==> config.mk <==
export PLATFORM = sky130hd
export DESIGN_NAME = wb_regfile_flat
export DESIGN_NICKNAME = d
export VERILOG_FILES = /design/src/hw/cpu_pkg.sv /design/src/hw/ms_ws_if.sv /design/src/hw/wb_regfile.sv /design/src/flat_wrapper.sv
export SDC_FILE = /design/constraint.sdc
export NUM_CORES = 2
export LEC_CHECK = 0
export ABC_AREA = 0
export BUFFER_PORTS_ARGS = -buffer_cell sky130_fd_sc_hd__buf_2
export CAP_MARGIN = 20
export CORE_AREA = 5 5 322 324
export DETAILED_ROUTE_END_ITERATION = 7
export DIE_AREA = 0 0 327 329
export PLACE_DENSITY_LB_ADDON = 0.05
export SLEW_MARGIN = 20
export SYNTH_ARGS = -nofsm -noshare
export SYNTH_HDL_FRONTEND = slang
export SYNTH_SLANG_ARGS = --single-unit
export TNS_END_PERCENT = 1
==> constraint.sdc <==
create_clock -name i_clk -period 6.5 [get_ports i_clk]
set_input_delay 1.3 -clock i_clk [delete_from_list [all_inputs] [get_ports i_clk]]
set_output_delay 1.3 -clock i_clk [all_outputs]
set_load 0.05 [all_outputs]
==> src/hw/cpu_pkg.sv <==
// cpu_pkg: word and register widths, memory op encoding, implemented csr addresses

package cpu_pkg;

  // fixed by rv32
  parameter int WORD_WD     = 32;
  parameter int GPR_ADDR_WD = 5;
  parameter int CSR_ADDR_WD = 12;

  // follows funct3 of load/store
  typedef enum logic [2:0] {
    MEM_B  = 3'b000,
    MEM_H  = 3'b001,
    MEM_W  = 3'b010,
    MEM_BU = 3'b100,
    MEM_HU = 3'b101
  } mem_op_e;

  // machine mode csrs, the only ones kept
  parameter logic [CSR_ADDR_WD-1:0] CSR_MSTATUS = 12'h300;
  parameter logic [CSR_ADDR_WD-1:0] CSR_MTVEC   = 12'h305;
  parameter logic [CSR_ADDR_WD-1:0] CSR_MEPC    = 12'h341;
  parameter logic [CSR_ADDR_WD-1:0] CSR_MCAUSE  = 12'h342;

endpackage

==> src/hw/ms_ws_if.sv <==
// ms_ws_if: memory to write-back bundle with producer and consumer modports

`timescale 1ns/10ps

interface ms_ws_if;

  logic                                 valid;
  // gpr side
  logic                                 gpr_wen;
  logic [cpu_pkg::GPR_ADDR_WD-1:0]      rd;
  logic [cpu_pkg::WORD_WD-1:0]          gpr_data;
  // csr side
  logic                                 csr_wen;
  logic [cpu_pkg::CSR_ADDR_WD-1:0]      csr;
  logic [cpu_pkg::WORD_WD-1:0]          csr_data;

  modport producer (
    output valid,
    output gpr_wen, rd, gpr_data,
    output csr_wen, csr, csr_data
  );

  modport consumer (
    input  valid,
    input  gpr_wen, rd, gpr_data,
    input  csr_wen, csr, csr_data
  );

endinterface

==> src/hw/wb_regfile.sv <==
// wb_regfile: gpr file, m-mode csr file, write-back commit and retire pulse

`timescale 1ns/10ps

module wb_regfile (
  input                                   i_clk,
  input                                   i_rst_n,
  ms_ws_if.consumer                       i_ms_ws,
  input  [cpu_pkg::GPR_ADDR_WD-1:0]       i_rs_addr,
  input  [cpu_pkg::CSR_ADDR_WD-1:0]       i_csr_raddr,
  output logic [cpu_pkg::WORD_WD-1:0]     o_rs_data,
  output logic [cpu_pkg::WORD_WD-1:0]     o_csr_rdata,
  output logic                            o_retire,
  output logic [cpu_pkg::GPR_ADDR_WD-1:0] o_rd,
  output logic [cpu_pkg::WORD_WD-1:0]     o_gpr_data
);

  localparam int NGPR = 2 ** cpu_pkg::GPR_ADDR_WD;

  logic [cpu_pkg::WORD_WD-1:0]            gpr [NGPR];
  logic [cpu_pkg::WORD_WD-1:0]            mstatus;
  logic [cpu_pkg::WORD_WD-1:0]            mtvec;
  logic [cpu_pkg::WORD_WD-1:0]            mepc;
  logic [cpu_pkg::WORD_WD-1:0]            mcause;

  always_ff @(posedge i_clk) begin
    if (!i_rst_n) begin
      for (int i = 0; i < NGPR; i++) begin
        gpr[i] <= '0;
      end
    end else if (i_ms_ws.valid && i_ms_ws.gpr_wen && (i_ms_ws.rd != '0)) begin
      gpr[i_ms_ws.rd] <= i_ms_ws.gpr_data; // x0 never written
    end
  end

  always_ff @(posedge i_clk) begin
    if (!i_rst_n) begin
      mstatus <= '0;
      mtvec   <= '0;
      mepc    <= '0;
      mcause  <= '0;
    end else if (i_ms_ws.valid && i_ms_ws.csr_wen) begin
      case (i_ms_ws.csr)
        cpu_pkg::CSR_MSTATUS: mstatus <= i_ms_ws.csr_data;
        cpu_pkg::CSR_MTVEC:   mtvec   <= i_ms_ws.csr_data;
        cpu_pkg::CSR_MEPC:    mepc    <= i_ms_ws.csr_data;
        cpu_pkg::CSR_MCAUSE:  mcause  <= i_ms_ws.csr_data;
        default: ;            // unimplemented, dropped
      endcase
    end
  end

  assign o_rs_data = gpr[i_rs_addr];

  always_comb begin
    case (i_csr_raddr)
      cpu_pkg::CSR_MSTATUS: o_csr_rdata = mstatus;
      cpu_pkg::CSR_MTVEC:   o_csr_rdata = mtvec;
      cpu_pkg::CSR_MEPC:    o_csr_rdata = mepc;
      cpu_pkg::CSR_MCAUSE:  o_csr_rdata = mcause;
      default:              o_csr_rdata = '0;
    endcase
  end

  // retire strobe, one per committed bundle
  always_ff @(posedge i_clk) begin
    if (!i_rst_n) begin
      o_retire <= 1'b0;
    end else begin
      o_retire <= i_ms_ws.valid;
    end
  end

  always_ff @(posedge i_clk) begin
    o_rd       <= i_ms_ws.rd;
    o_gpr_data <= i_ms_ws.gpr_data;
  end

endmodule

==> src/flat_wrapper.sv <==
// flat-port wrapper written by rule: the top's interface ports become plain ports
module wb_regfile_flat 
  (i_clk, i_rst_n, i_rs_addr, i_csr_raddr, o_rs_data, o_csr_rdata, o_retire, o_rd, o_gpr_data, i_ms_ws_valid, i_ms_ws_gpr_wen, i_ms_ws_rd, i_ms_ws_gpr_data, i_ms_ws_csr_wen, i_ms_ws_csr, i_ms_ws_csr_data);
  ms_ws_if i_ms_ws_i ();
  input i_clk;
  input i_rst_n;
  input  [cpu_pkg::GPR_ADDR_WD-1:0] i_rs_addr;
  input  [cpu_pkg::CSR_ADDR_WD-1:0] i_csr_raddr;
  output logic [cpu_pkg::WORD_WD-1:0] o_rs_data;
  output logic [cpu_pkg::WORD_WD-1:0] o_csr_rdata;
  output logic o_retire;
  output logic [cpu_pkg::GPR_ADDR_WD-1:0] o_rd;
  output logic [cpu_pkg::WORD_WD-1:0] o_gpr_data;
  input wire logic [$bits(i_ms_ws_i.valid)-1:0] i_ms_ws_valid;
  input wire logic [$bits(i_ms_ws_i.gpr_wen)-1:0] i_ms_ws_gpr_wen;
  input wire logic [$bits(i_ms_ws_i.rd)-1:0] i_ms_ws_rd;
  input wire logic [$bits(i_ms_ws_i.gpr_data)-1:0] i_ms_ws_gpr_data;
  input wire logic [$bits(i_ms_ws_i.csr_wen)-1:0] i_ms_ws_csr_wen;
  input wire logic [$bits(i_ms_ws_i.csr)-1:0] i_ms_ws_csr;
  input wire logic [$bits(i_ms_ws_i.csr_data)-1:0] i_ms_ws_csr_data;
  assign i_ms_ws_i.valid = i_ms_ws_valid;
  assign i_ms_ws_i.gpr_wen = i_ms_ws_gpr_wen;
  assign i_ms_ws_i.rd = i_ms_ws_rd;
  assign i_ms_ws_i.gpr_data = i_ms_ws_gpr_data;
  assign i_ms_ws_i.csr_wen = i_ms_ws_csr_wen;
  assign i_ms_ws_i.csr = i_ms_ws_csr;
  assign i_ms_ws_i.csr_data = i_ms_ws_csr_data;
  wb_regfile u_core (.i_clk(i_clk), .i_rst_n(i_rst_n), .i_ms_ws(i_ms_ws_i), .i_rs_addr(i_rs_addr), .i_csr_raddr(i_csr_raddr), .o_rs_data(o_rs_data), .o_csr_rdata(o_csr_rdata), .o_retire(o_retire), .o_rd(o_rd), .o_gpr_data(o_gpr_data));
endmodule
==> impl_metrics.json <==
{
  "io_pins": 205,
  "grt-ovfl-total": 0,
  "cp_common_cell": "buf_2",
  "ys_warn_count": 0,
  "place.gp.congestion": 0.785,
  "ys_types": 37,
  "grt_pass1_wl_mm": 214,
  "synthTopCellsByArea": "edfxtp_1, and2_1, mux2i_1",
  "grt_max_degree": 80,
  "dr.pass1.iters": 5,
  "core_sq_mm": 0.101,
  "synth_top_cells_by_count": "edfxtp_1, and2_1, mux2i_1",
  "critPathTopFamily": "buffers and inverters",
  "clk_pin_slew_worst_paths_ns": 0.05,
  "final_antenna_net_count": 0,
  "rsz0062_at_grt": "false",
  "post-route-period-util": 0.800,
  "routedWlPerCell_um": 25.7,
  "required_ns": 5.20,
  "setup_viol": 0,
  "status": "finished, final reports clean",
  "synth_top_family_by_area": "simple AND/OR/NAND/NOR gates",
  "powerDensity_mw_per_mm2": 293,
  "end_kind": "primary output",
  "hold_viol": 0,
  "dp_hpwl_mm": 84.3,
  "htreeDepth": 4,
  "critPathBufInv": 3,
  "ys_seq_elements": 1190,
  "io_buffers": 204,
  "drv_cap": 0,
  "wirelength_mm": 145,
  "start_util": 0.523,
  "grt_pass1_vias": 32211,
  "rows": 117,
  "synth_edf_count": 1024,
  "synth_area_per_cell_sq_um": 12.8,
  "antenna_found_initial": 12,
  "worstSkewPairLatency_ns": 0.73,
  "post-synth-top-count-cell": "edfxtp_1",
  "critPathMaxFanout": 30,
  "die_area_sq_mm": 0.108,
  "cp_cell_sequence": "buf_2, nor2b_4, buf_4, a22oi_1, a31oi_1, nand3_1, buf_2",
  "first_iter_violations": 2935,
  "max_slew_margin": 0.242,
  "timing.hold.ws_ns": 0.453,
  "die_x_um": 327,
  "synth_flop_cell": "edfxtp_1",
  "cts_sinks": 1190,
  "numCtsBuffers": 133,
  "vias_per_cell": 5.76,
  "dieHeight_um": 329,
  "netlist_area_sq_mm": 0.0528,
  "min_period_ns": 5.20,
  "tns_ns": 0,
  "max_stage_delay_ns": 0.60,
  "fmax_ghz": 0.192,
  "synth_area_leader_cell": "edfxtp_1",
  "synth-compound-area-share": 0.0634,
  "synth_xor_area_frac": 0,
  "grtUsageTotal": 0.266,
  "p_leak_uw": 0.0224,
  "cts_tree": "built",
  "synth_cells": 4119,
  "final-max-slew-violation-count": 0,
  "min_path_type": "reg2reg",
  "post-route-util": 0.592,
  "yosys.area.top_type_share": 0.582,
  "vdd_drop_max_mv": 0.225,
  "synth-simple-area-share": 0.164,
  "drive_above_1_share": 0.134,
  "holdBufCountCts": 0,
  "syn_to_final_growth_pct": 13.1,
  "finalPower_uw": 17500,
  "post_cts_buffers": 0,
  "nets": 4316,
  "cts_buffer_depth": 3,
  "clockRootBuffer": "clkbuf_16",
  "cp_slowest_cell": "a31oi_1",
  "num_vias": 32458,
  "worst_pin_slew_ns": 1.14,
  "synth.area.mux_share": 0.0971,
  "synthAdderAreaFrac": 0,
  "drc_errors": 0,
  "async_reset_ff_frac": 0,
  "worstPathArrival_ns": 3.90,
  "path_class": "in2out",
  "yosysSeqAreaShare": 0.645,
  "n_fill_cell": 7987,
  "skew_ns": 0,
  "startpoint_type": "input pin",
  "cts_resized": 0
}
## layer usage
metal	up-vias	track usage	wire length [um]
li1	14946	-	-
met1	16251	0.371	63100
met2	1050	0.431	68900
met3	199	0.0518	9340
met4	12	0.0780	3670
met5	-	0	89
## power by group
group / total, uW / internal (uW) / switching (uW)
clock network: 7440 / 4410 / 3030
logic: 1310 / 359 / 952
registers: 8730 / 8640 / 93.5
## final timing paths
kind / startpoint / endpoint / slack, ns / depth (start not counted)
hold / removal: u_core.mcause[10] / u_core.mcause[10] / 0.45 / 2
setup / recovery: i_rs_addr[1] / o_rs_data[30] / 1.30 / 7
setup reg to reg: u_core.mtvec[20] / u_core.mtvec[20] / 5.84 / 2
hold reg to reg: u_core.mcause[10] / u_core.mcause[10] / 0.45 / 2
## per-stage QoR
step	setup WS [ns]	instances	cell area, sq um
final	1.30	5635	59700
after global routing	1.26	5630	59700
after global placement	1.35	5387	55400
after detailed placement	1.36	5387	55400
after floorplan	1.73	4150	52900
after CTS	1.35	5630	59700
## state kept, by name, summed over array words and instances, names as in the netlist
signal             count
u_core.gpr          1024
u_core.mcause         32
u_core.mepc           32
u_core.mstatus        32
u_core.mtvec          32
u_core.o_gpr_data     32
u_core.o_rd            5
u_core.o_retire        1
## cell type report
| class | instances | area (sq um) | area share |
|---|---|---|---|
| diodes | 5 | 12.5 | 0.000210 |
| clock buffers | 182 | 3680 | 0.0617 |
| clock inverters | 61 | 622 | 0.0104 |
| inverters | 1 | 3.75 | 0.0000629 |
| multi-input cells | 2574 | 17700 | 0.296 |
| flip-flops and latches | 1190 | 34100 | 0.571 |
| well taps | 1309 | 1640 | 0.0274 |
| repair buffers | 313 | 2020 | 0.0338 |
## cell families after synthesis
group | after synthesis
buffers and inverters | 386
AO/OA/AOI/OAI | 533
multiplexers | 512
AND/OR/NAND/NOR | 1497
flip-flops | 1190
other | 1
## layout by cell type, fill, tap and decap left out, types with 3 or more instances in the layout
master,Yosys,routed
edfxtp_1,1024,1024
and2_1,995,994
mux2i_1,512,512
buf_2,80,202
nand2_1,197,196
nand3_1,196,196
dfxtp_1,166,166
a22oi_1,160,160
clkbuf_16,0,138
a21oi_1,128,128
o21ai_0,138,117
buf_4,9,96
a22o_1,64,64
clkbuf_1,275,37
nor3_1,37,33
a31oi_1,32,32
conb_1,1,32
o21ai_4,0,21
clkinv_1,0,19
clkinv_2,0,19
nor2_2,12,16
buf_12,0,13
nand2b_2,0,11
o21ai_1,11,11
bufinv_16,0,11
nor3_4,0,7
inv_6,0,7
nor2_4,0,6
clkbuf_8,0,6
diode_2,0,5
nor2_1,15,5
nand3b_1,4,4
nor3_2,7,4
nand2b_1,14,3
clkinv_8,0,3
## worst reg2reg max path: stages, from the launching register on
cell	delay, ns
dfxtp_1	0.31
nand3_1	0.07
o21ai_0	0.12
Note: power is estimated with default switching activity, not from simulation.
